[src/verilog/axi_axil_pkg.sv]
package axi_axil_pkg;

  localparam int ADDR_W = 20;
  localparam int DATA_W = 16;
  localparam int STRB_W = DATA_W / 8;
  localparam int ID_W   = 4;

  typedef enum logic [1:0] {
    FIXED = 2'b00,
    INCR  = 2'b01,
    WRAP  = 2'b10
  } burst_e;

  // larger code is the worse response
  typedef enum logic [1:0] {
    OKAY   = 2'b00,
    EXOKAY = 2'b01,
    SLVERR = 2'b10,
    DECERR = 2'b11
  } resp_e;

  typedef enum logic [1:0] {
    WR_IDLE,
    WR_BURST,
    WR_RESP
  } wr_state_e;

  typedef enum logic {
    RD_IDLE,
    RD_BURST
  } rd_state_e;

  typedef struct packed {
    logic [ID_W-1:0]   id;
    logic [ADDR_W-1:0] addr;
    logic [7:0]        len;
    logic [2:0]        size;
    burst_e            burst;
  } axi_ax_t;

  typedef struct packed {
    logic [DATA_W-1:0] data;
    logic [STRB_W-1:0] strb;
    logic              last;
  } axi_w_t;

  typedef struct packed {
    logic [ID_W-1:0] id;
    resp_e           resp;
  } axi_b_t;

  typedef struct packed {
    logic [ID_W-1:0]   id;
    logic [DATA_W-1:0] data;
    resp_e             resp;
    logic              last;
  } axi_r_t;

  typedef struct packed {
    logic [DATA_W-1:0] data;
    logic [STRB_W-1:0] strb;
  } axil_w_t;

  typedef struct packed {
    logic [DATA_W-1:0] data;
    resp_e             resp;
  } axil_r_t;

  function automatic logic [ADDR_W-1:0] next_addr(
    input logic [ADDR_W-1:0] addr,
    input logic [2:0]        size,
    input logic [7:0]        len,
    input burst_e            burst
  );
    logic [ADDR_W-1:0] step;
    logic [ADDR_W-1:0] incr;
    logic [ADDR_W-1:0] mask;
    step = ADDR_W'(1) << size;
    incr = addr + step;
    // window of len+1 beats, a power of two for a legal wrap burst
    mask = ((ADDR_W'(len) + ADDR_W'(1)) << size) - ADDR_W'(1);
    case (burst)
      FIXED:   next_addr = addr;
      WRAP:    next_addr = (addr & ~mask) | (incr & mask);
      default: next_addr = incr;
    endcase
  endfunction

endpackage

[src/verilog/axi_axil_wr.sv]
module axi_axil_wr
  import axi_axil_pkg::*;
(
  input  logic              clk,
  input  logic              rst_n,

  input  axi_ax_t           aw,
  input  logic              aw_valid,
  output logic              aw_ready,

  input  axi_w_t            w,
  input  logic              w_valid,
  output logic              w_ready,

  output axi_b_t            b,
  output logic              b_valid,
  input  logic              b_ready,

  output logic [ADDR_W-1:0] lite_aw_addr,
  output logic              lite_aw_valid,
  input  logic              lite_aw_ready,

  output axil_w_t           lite_w,
  output logic              lite_w_valid,
  input  logic              lite_w_ready,

  input  resp_e             lite_b_resp,
  input  logic              lite_b_valid,
  output logic              lite_b_ready
);

  wr_state_e state;

  axi_ax_t           req;
  logic [ADDR_W-1:0] addr_q;
  axil_w_t           beat_q;
  logic              beat_full;
  logic              aw_done;
  logic              w_done;
  logic              last_taken;
  logic [8:0]        issued;
  logic [8:0]        resp_cnt;
  resp_e             worst;

  logic aw_fire;
  logic w_fire;
  logic lite_aw_fire;
  logic lite_w_fire;
  logic lite_b_fire;
  logic beat_done;
  logic issue_done;

  // ready waits for valid so nothing is advertised before a request
  assign aw_ready = aw_valid && (state == WR_IDLE);
  assign aw_fire  = aw_valid && aw_ready;

  // beat register takes a new beat when empty or draining this cycle
  assign w_ready = (state == WR_BURST) && !last_taken && (!beat_full || beat_done);
  assign w_fire  = w_valid && w_ready;

  assign lite_aw_addr  = addr_q;
  assign lite_aw_valid = beat_full && !aw_done;
  assign lite_aw_fire  = lite_aw_valid && lite_aw_ready;

  assign lite_w       = beat_q;
  assign lite_w_valid = beat_full && !w_done;
  assign lite_w_fire  = lite_w_valid && lite_w_ready;

  // both lite channels accepted, now or earlier
  assign beat_done = beat_full && (aw_done || lite_aw_fire) && (w_done || lite_w_fire);

  assign lite_b_ready = (state == WR_BURST) || (state == WR_RESP);
  assign lite_b_fire  = lite_b_valid && lite_b_ready;

  assign issue_done = last_taken && !beat_full;

  assign b_valid = (state == WR_RESP);
  assign b       = '{id: req.id, resp: worst};

  always_ff @(posedge clk) begin
    if (!rst_n) begin
      state      <= WR_IDLE;
      beat_full  <= 1'b0;
      aw_done    <= 1'b0;
      w_done     <= 1'b0;
      last_taken <= 1'b0;
      issued     <= '0;
      resp_cnt   <= '0;
      worst      <= OKAY;
    end else begin
      case (state)
        WR_IDLE: begin
          if (aw_fire) begin
            state      <= WR_BURST;
            last_taken <= 1'b0;
            issued     <= '0;
            resp_cnt   <= '0;
            worst      <= OKAY;
          end
        end
        WR_BURST: begin
          // every issued beat has its response back
          if (issue_done && (resp_cnt == issued)) begin
            state <= WR_RESP;
          end
        end
        WR_RESP: begin
          if (b_ready) begin
            state <= WR_IDLE;
          end
        end
        default: state <= WR_IDLE;
      endcase

      if (w_fire) begin
        beat_full <= 1'b1;
        if (w.last) begin
          last_taken <= 1'b1;
        end
      end else if (beat_done) begin
        beat_full <= 1'b0;
      end

      if (beat_done) begin
        aw_done <= 1'b0;
        w_done  <= 1'b0;
        issued  <= issued + 9'd1;
      end else begin
        if (lite_aw_fire) begin
          aw_done <= 1'b1;
        end
        if (lite_w_fire) begin
          w_done <= 1'b1;
        end
      end

      if (lite_b_fire) begin
        resp_cnt <= resp_cnt + 9'd1;
        if (lite_b_resp > worst) begin
          worst <= lite_b_resp;
        end
      end
    end
  end

  always_ff @(posedge clk) begin
    if (aw_fire) begin
      req    <= aw;
      addr_q <= aw.addr;
    end else if (beat_done) begin
      addr_q <= next_addr(addr_q, req.size, req.len, req.burst);
    end

    if (w_fire) begin
      beat_q <= '{data: w.data, strb: w.strb};
    end
  end

endmodule

[src/verilog/axi_axil_rd.sv]
module axi_axil_rd
  import axi_axil_pkg::*;
(
  input  logic              clk,
  input  logic              rst_n,

  input  axi_ax_t           ar,
  input  logic              ar_valid,
  output logic              ar_ready,

  output axi_r_t            r,
  output logic              r_valid,
  input  logic              r_ready,

  output logic [ADDR_W-1:0] lite_ar_addr,
  output logic              lite_ar_valid,
  input  logic              lite_ar_ready,

  input  axil_r_t           lite_r,
  input  logic              lite_r_valid,
  output logic              lite_r_ready
);

  rd_state_e state;

  axi_ax_t           req;
  logic [ADDR_W-1:0] addr_q;
  logic [8:0]        ar_cnt;
  logic [8:0]        r_cnt;

  logic ar_fire;
  logic lite_ar_fire;
  logic r_fire;
  logic r_last;
  logic in_burst;

  assign in_burst = (state == RD_BURST);

  assign ar_ready = ar_valid && (state == RD_IDLE);
  assign ar_fire  = ar_valid && ar_ready;

  // addresses go out independently of returning data
  assign lite_ar_addr  = addr_q;
  assign lite_ar_valid = in_burst && (ar_cnt <= {1'b0, req.len});
  assign lite_ar_fire  = lite_ar_valid && lite_ar_ready;

  // read data passes straight through, tagged with the burst id
  assign r_last       = (r_cnt == {1'b0, req.len});
  assign r_valid      = in_burst && lite_r_valid;
  assign lite_r_ready = in_burst && r_ready;
  assign r_fire       = r_valid && r_ready;

  assign r = '{
    id:   req.id,
    data: lite_r.data,
    resp: lite_r.resp,
    last: r_last
  };

  always_ff @(posedge clk) begin
    if (!rst_n) begin
      state  <= RD_IDLE;
      ar_cnt <= '0;
      r_cnt  <= '0;
    end else begin
      case (state)
        RD_IDLE: begin
          if (ar_fire) begin
            state  <= RD_BURST;
            ar_cnt <= '0;
            r_cnt  <= '0;
          end
        end
        RD_BURST: begin
          if (lite_ar_fire) begin
            ar_cnt <= ar_cnt + 9'd1;
          end
          if (r_fire) begin
            r_cnt <= r_cnt + 9'd1;
            if (r_last) begin
              state <= RD_IDLE;
            end
          end
        end
        default: state <= RD_IDLE;
      endcase
    end
  end

  always_ff @(posedge clk) begin
    if (ar_fire) begin
      req    <= ar;
      addr_q <= ar.addr;
    end else if (lite_ar_fire) begin
      addr_q <= next_addr(addr_q, req.size, req.len, req.burst);
    end
  end

endmodule

[src/verilog/axi_axil_adapter.sv]
module axi_axil_adapter
  import axi_axil_pkg::*;
(
  input  logic              clk,
  input  logic              rst_n,

  // AXI slave side
  input  axi_ax_t           aw,
  input  logic              aw_valid,
  output logic              aw_ready,
  input  axi_w_t            w,
  input  logic              w_valid,
  output logic              w_ready,
  output axi_b_t            b,
  output logic              b_valid,
  input  logic              b_ready,
  input  axi_ax_t           ar,
  input  logic              ar_valid,
  output logic              ar_ready,
  output axi_r_t            r,
  output logic              r_valid,
  input  logic              r_ready,

  // AXI-Lite master side
  output logic [ADDR_W-1:0] lite_aw_addr,
  output logic              lite_aw_valid,
  input  logic              lite_aw_ready,
  output axil_w_t           lite_w,
  output logic              lite_w_valid,
  input  logic              lite_w_ready,
  input  resp_e             lite_b_resp,
  input  logic              lite_b_valid,
  output logic              lite_b_ready,
  output logic [ADDR_W-1:0] lite_ar_addr,
  output logic              lite_ar_valid,
  input  logic              lite_ar_ready,
  input  axil_r_t           lite_r,
  input  logic              lite_r_valid,
  output logic              lite_r_ready
);

  axi_axil_wr u_wr (
    .clk          (clk),
    .rst_n        (rst_n),
    .aw           (aw),
    .aw_valid     (aw_valid),
    .aw_ready     (aw_ready),
    .w            (w),
    .w_valid      (w_valid),
    .w_ready      (w_ready),
    .b            (b),
    .b_valid      (b_valid),
    .b_ready      (b_ready),
    .lite_aw_addr (lite_aw_addr),
    .lite_aw_valid(lite_aw_valid),
    .lite_aw_ready(lite_aw_ready),
    .lite_w       (lite_w),
    .lite_w_valid (lite_w_valid),
    .lite_w_ready (lite_w_ready),
    .lite_b_resp  (lite_b_resp),
    .lite_b_valid (lite_b_valid),
    .lite_b_ready (lite_b_ready)
  );

  axi_axil_rd u_rd (
    .clk          (clk),
    .rst_n        (rst_n),
    .ar           (ar),
    .ar_valid     (ar_valid),
    .ar_ready     (ar_ready),
    .r            (r),
    .r_valid      (r_valid),
    .r_ready      (r_ready),
    .lite_ar_addr (lite_ar_addr),
    .lite_ar_valid(lite_ar_valid),
    .lite_ar_ready(lite_ar_ready),
    .lite_r       (lite_r),
    .lite_r_valid (lite_r_valid),
    .lite_r_ready (lite_r_ready)
  );

endmodule

[config.mk]
export PLATFORM = sky130hd
export DESIGN_NAME = axi_axil_adapter
export DESIGN_NICKNAME = d
export VERILOG_FILES = /design/src/verilog/axi_axil_pkg.sv /design/src/verilog/axi_axil_wr.sv /design/src/verilog/axi_axil_rd.sv /design/src/verilog/axi_axil_adapter.sv
export SDC_FILE = /design/constraint.sdc
export NUM_CORES = 1
export LEC_CHECK = 0
export ABC_AREA = 1
export BUFFER_PORTS_ARGS = -buffer_cell sky130_fd_sc_hd__buf_4
export CORE_ASPECT_RATIO = 2
export CORE_MARGIN = 3
export CORE_UTILIZATION = 37
export DETAILED_ROUTE_END_ITERATION = 10
export GPL_ROUTABILITY_DRIVEN = 1
export GPL_TIMING_DRIVEN = 0
export SYNTH_ARGS = -nofsm -noshare
export SYNTH_HDL_FRONTEND = slang
export SYNTH_SLANG_ARGS = --single-unit
[constraint.sdc]
create_clock -name clk -period 3.35 [get_ports clk]
set_clock_uncertainty 0.2 [all_clocks]
set_input_delay 0.1675 -clock clk [delete_from_list [all_inputs] [get_ports clk]]
set_output_delay 0.1675 -clock clk [all_outputs]
set_load 0.01 [all_outputs]
Word level (Yosys, flattened, before mapping). Index checks and enable logic that the tools add are counted.

Output and inout port bits: 97. Logic and storage cells: 142. Register bits after elaboration: 137. Input bits: 125.

Bitwise operators: 10. Equal/unequal tests: 14. Multiplexer cells: 33. Order comparisons: 2. Reductions and logical operators: 46. $add $sub $neg: 10. Shift operators: 4.

Operator list (number): $and 20x20->20 (4); $mux 20 (4); $pmux 20 s2 (2); $mux 9 (7); $add 20x20->20 (2); $not 20->20 (2); $or 20x20->20 (2); $shl 1x3->20 const A (2); $shl 20x3->20 (2); $sub 20x1->20 const B (2); $add 9x1->9 const B (4); $pmux 9 s2 (2); $logic_and 1x1->1 (21); $add 8x1->9 const B (2); $mux 2 (7); $reduce_and 2->1 (6); $reduce_bool 2->1 (6); $ne 2x1->1 const B (5); $eq 9x8->1 (1); $eq 9x9->1 (1); $le 9x8->1 (1); $mux 1 (9); $eq 2x2->1 const B (3); $logic_not 2->1 (3); 10 further kinds (19).

Logic depth before layout (Yosys ltp).
Word-level depth: 10. Depth in mapped cells: 20. Gate-level depth less buffers: 18.

Modules after synthesis. From an unflattened synthesis, not the netlist that was laid out.

Cell total of the unflattened synthesis: 1396. Area, all modules: 10218.6 um2.

Modules (own cells, without submodules): axi_axil_wr (instances 1, cells an instance 725, area each 5481.5 um2, seq. area each 2172.1 um2); axi_axil_rd (instances 1, cells an instance 671, area each 4737.0 um2, seq. area each 1491.4 um2).

Worst setup path before layout. No wires, ideal clock.

Path type: register -> register. From: register u_wr.req[3] (netlist bit). To: register with a tool-made name. Data arrival time: 2445 ps. Stages on the path, launching flop included: 16. Path buffers: 2. Required time: 2895 ps. Clock period less this slack: 2900 ps. Setup time: 255 ps. Setup slack: 450 ps. Cells stage by stage: edfxtp_1 > buf_2 > buf_1 > nor2_1 > inv_1 > nor2_1 > fa_1 > a31oi_1 > o21ai_0 > nand2_1 > nor3_1 > nand2_1 > nor2_1 > nand3_1 > nand4_1 > nand2_1.

RTL lines: start, declared (line axi_axil_wr.sv:34) `axi_ax_t req;`; start signal, assigned (line axi_axil_wr.sv:148) `req <= aw;`.

Worst setup path in the final report.
From: register u_rd.state (netlist: u_rd.in_burst). To: output ar_ready.

Word-level cells in the longest chain between the ends: 2.

Ends and longest elaborated chain: start, declared (line axi_axil_rd.sv:24) `rd_state_e state;`; start signal, assigned (line axi_axil_rd.sv:62) `state <= RD_IDLE;`; start signal, assigned (line axi_axil_rd.sv:69) `state <= RD_BURST;`; start signal, assigned (line axi_axil_rd.sv:81) `state <= RD_IDLE;`; $not 1->1 (line axi_axil_rd.sv:39) `assign ar_ready = ar_valid && (state == RD_IDLE);`; $logic_and 1x1->1 (line axi_axil_rd.sv:39); end, declared (line axi_axil_adapter.sv:19) `output logic ar_ready,`.

No other way between the ends.

==> impl_results.md <==
- Drt first pass iters: 5
- Total wire length: approximately 34000 microns
- Area Overhead vs Synth: 36.55%
- Die Y: 239.1 microns
- Leak pwr: between 0.006 and 0.007 uW
- Synth cell types: 54
- Cell Pwr Density: 539.5 nW/um^2
- Final hold violations: 0
- Worst skew pair latency: ~0.45 ns
- Starting Density: between 30 and 40%
- Cell Rows: 84
- TritonCTS sink count: about 140
- Sw Pwr: 3041 uW
- Synth Area in Compound Gates: 10.81%
- Layout cells sized above 1: 23.46%
- Finish-stage setup viols: 0
- Clock transition at path regs: 0.07 ns
- Port Buffers: roughly 200
- Clock power frac: between 20% and 30%
- Met1 WL: roughly 11000 microns
- R2R setup slack: approximately 0.15 ns
- Fmax: just over 0.3 GHz
- Comb power frac: a little over two fifths
- Clock Path Buffers: 2
- Crit Path Max Fanout: 27
- Number of max-cap violations: 0
- Headroom to the max-slew limit: a little under two fifths
- RSZ-0062 raised after global routing: yes
- Top_reg_cell synth: edfxtp_1
- Outcome: finished clean
- Worst Max-Slew Pin Slew: around 0.95 ns
- Final Max Tran Viols: 0
- DR vias/cell: 5.064
- DRC viols: 0
- Mapped Avg Cell Area: roughly 7.4 sq um
- Die area: roughly 30000 sq um
- Antenna violations before repair: 0
- Cts bufs inserted: 17
- Post-synth EDFFs: 92
- CP Launch Type: flip-flop
- Global Route Usage Sum: 23.49%
- Adder-Cell Fraction of Synth Area: approximately 5.1%
- Met2 wire len: between 15000 and 20000 microns
- Cell-internal power: roughly 4400 uW
- Iteration-0 DRC Markers: approximately 650
- Register bit count reported by yosys: 137
- Area of the core: 26490 sq um
- DP Wirelength: approximately 27000 microns
- Min Tclk post-route: 3.207 ns
- Synth Instances: ~1400
- Worst Path Required: ~3 ns
- H-Tree Level Count: 4
- IO Pins: around 220
- Fin nets: 1857
- Tightest Hold Check Type: input pin to flip-flop
- YS warnings: 0
- Gpl congestion: about 0.94
- Fraction of the cycle the final worst path needs: 95.73%
- Via count: just over 10000
- CTS root buf: clkbuf_16
- Mux cell area share after synthesis: 0%
- First-pass GRT wire length: approximately 53000 microns
- Synthesized area: 10050 sq um
- Vias in the first global route: between 10000 and 15000
- Critical path class: flip-flop to output pin
- Ant diodes: 0
- Congestion Overflow GR: 0
- Largest family of logic cells by synthesized area: simple AND/OR/NAND/NOR gates
- Share of synthesized registers carrying an async set or reset: 0%
- Sequential-to-total area share from yosys stat: between 30% and 40%
- CP Capture Type: output pin
- Avg WL per Cell: 16.58 microns
- Sw frac: 41.07%
- Post-Synth XOR/XNOR Area: 2.702%
- Syn_nets: 1528
- Largest net degree at the start of global routing: 28
- Min Hold Slack: roughly 0.055 ns
- Critical Path AT: 2.84 ns
- Routed Antenna Nets: 0
- Worst VDD drop: 0.3504 mV
- Final std cells w/o fill: between 2000 and 2500
- Sequential power share: 32.3%
- Die width: roughly 120 microns
- CTS tree: yes
- Simple-gate share of the synthesized area: between 30% and 40%
- DR WL met3: 1458 microns
- Placed Instances: approximately 1900
- Top routing layer used: met4
## layout by cell type (no fill, tap or decap), types with 45 or more instances in the layout
cell type / instances
a21oi_1: 77
buf_4: 236
dfxtp_1: 45
dlygate4sd3_1: 106
edfxtp_1: 92
inv_1: 145
nand2_1: 355
nand3_1: 144
nor2_1: 97
o21ai_0: 46
## final timing paths
path / from / to / cells past startpoint
max: u_rd.in_burst / ar_ready / 6
min reg2reg: u_rd.ar_cnt[0] / u_rd.ar_cnt[0] / 1
max reg2reg: u_wr.req[2] / flip-flop / 15
min: lite_b_valid / u_wr.resp_cnt[0] / 3
## area by class of cell
class	instances	area, sq um
fill	2633	12760
multi-input combinational	1002	5475
sequential	137	3664
timing repair buffer	311	2600
inverter	165	623.1
clock buffer	19	452.9
tap	344	430.4
buffer	58	366.6
clock inverter	13	108.9
## cell families after synthesis
kind of cell	count (synthesis)
AO/OA/AOI/OAI	188
AND/OR/NAND/NOR	743
adder cells (fa/ha/maj)	40
flip-flops	137
buffers and inverters	224
XOR/XNOR	31
## metrics by stage
| step | setup TNS, ns | setup slack, ns | utilization, % | instance area [sq um] | power (uW) |
|---|---|---|---|---|---|
| 2_1_floorplan | 0 | 0.4498 | - | 10050 | 4324 |
| 3_3_place_gp | -8.779 | -0.3996 | 45.32 | 12000 | 5396 |
| 3_5_place_dp | -1.300 | -0.4065 | 45.33 | 12010 | 5439 |
| 4_1_cts | -0.01196 | -0.01196 | 51.59 | 13660 | 7424 |
| 5_1_grt | -0.1054 | -0.03054 | 51.80 | 13720 | 7875 |
| 6_report | 0 | 0.1431 | 51.80 | 13720 | 7403 |
## power by group through the flow
stage | Sequential [uW] | Combinational (uW) | Clock [uW]
3_5_place_dp | 2420 | 3020 | 0
6_report | 2390 | 3170 | 1840
3_3_place_gp | 2420 | 2980 | 0
4_1_cts | 2390 | 3150 | 1880
2_1_floorplan | 2430 | 1890 | 0
5_1_grt | 2420 | 3510 | 1950
## critical path, cell delays in order, from the launching register on
cell and delay, ns:
dfxtp_1 0.39, inv_1 0.21, nand2_1 0.38, inv_1 0.41
clkbuf_2 0.35, clkbuf_4 0.44, buf_4 0.19
## synth_stat cells (5+ instances only)
cell | n | area [sq um]
dfxtp_1 | 45 | 900.9
nor2_4 | 10 | 112.6
clkbuf_1 | 15 | 56.30
nor3_1 | 30 | 150.1
edfxtp_1 | 92 | 2763
nand2_2 | 28 | 175.2
nand3_2 | 25 | 250.2
a31oi_1 | 6 | 37.54
inv_1 | 147 | 551.8
ha_1 | 38 | 475.5
xnor2_1 | 14 | 122.6
inv_2 | 14 | 52.55
buf_2 | 11 | 55.05
o22ai_1 | 11 | 68.82
xor2_1 | 17 | 148.9
nand4_1 | 21 | 131.4
nand3_1 | 144 | 720.7
nor2_1 | 100 | 375.4
a211oi_1 | 6 | 45.04
a21oi_1 | 78 | 390.4
buf_4 | 31 | 232.7
o21ai_0 | 51 | 255.2
nand2_1 | 355 | 1333
nor2_2 | 5 | 31.28
a221oi_1 | 7 | 61.31
## metal layers
metal  track usage, %  up-vias
met3            3.694       76
li1                 -     5207
met1            21.74     4775
met5                0        -
met2            46.64      318
met4            13.36        0
## repair_timing
item                                    in CTS  in global routing
hold buffers                               106                  0
endpoints found under the setup margin       7                 33
gates resized for setup                     12                 20
setup buffers                                0                  2
endpoints found under the hold margin      106                  0
No activity file was read; power rests on OpenSTA's default activity.
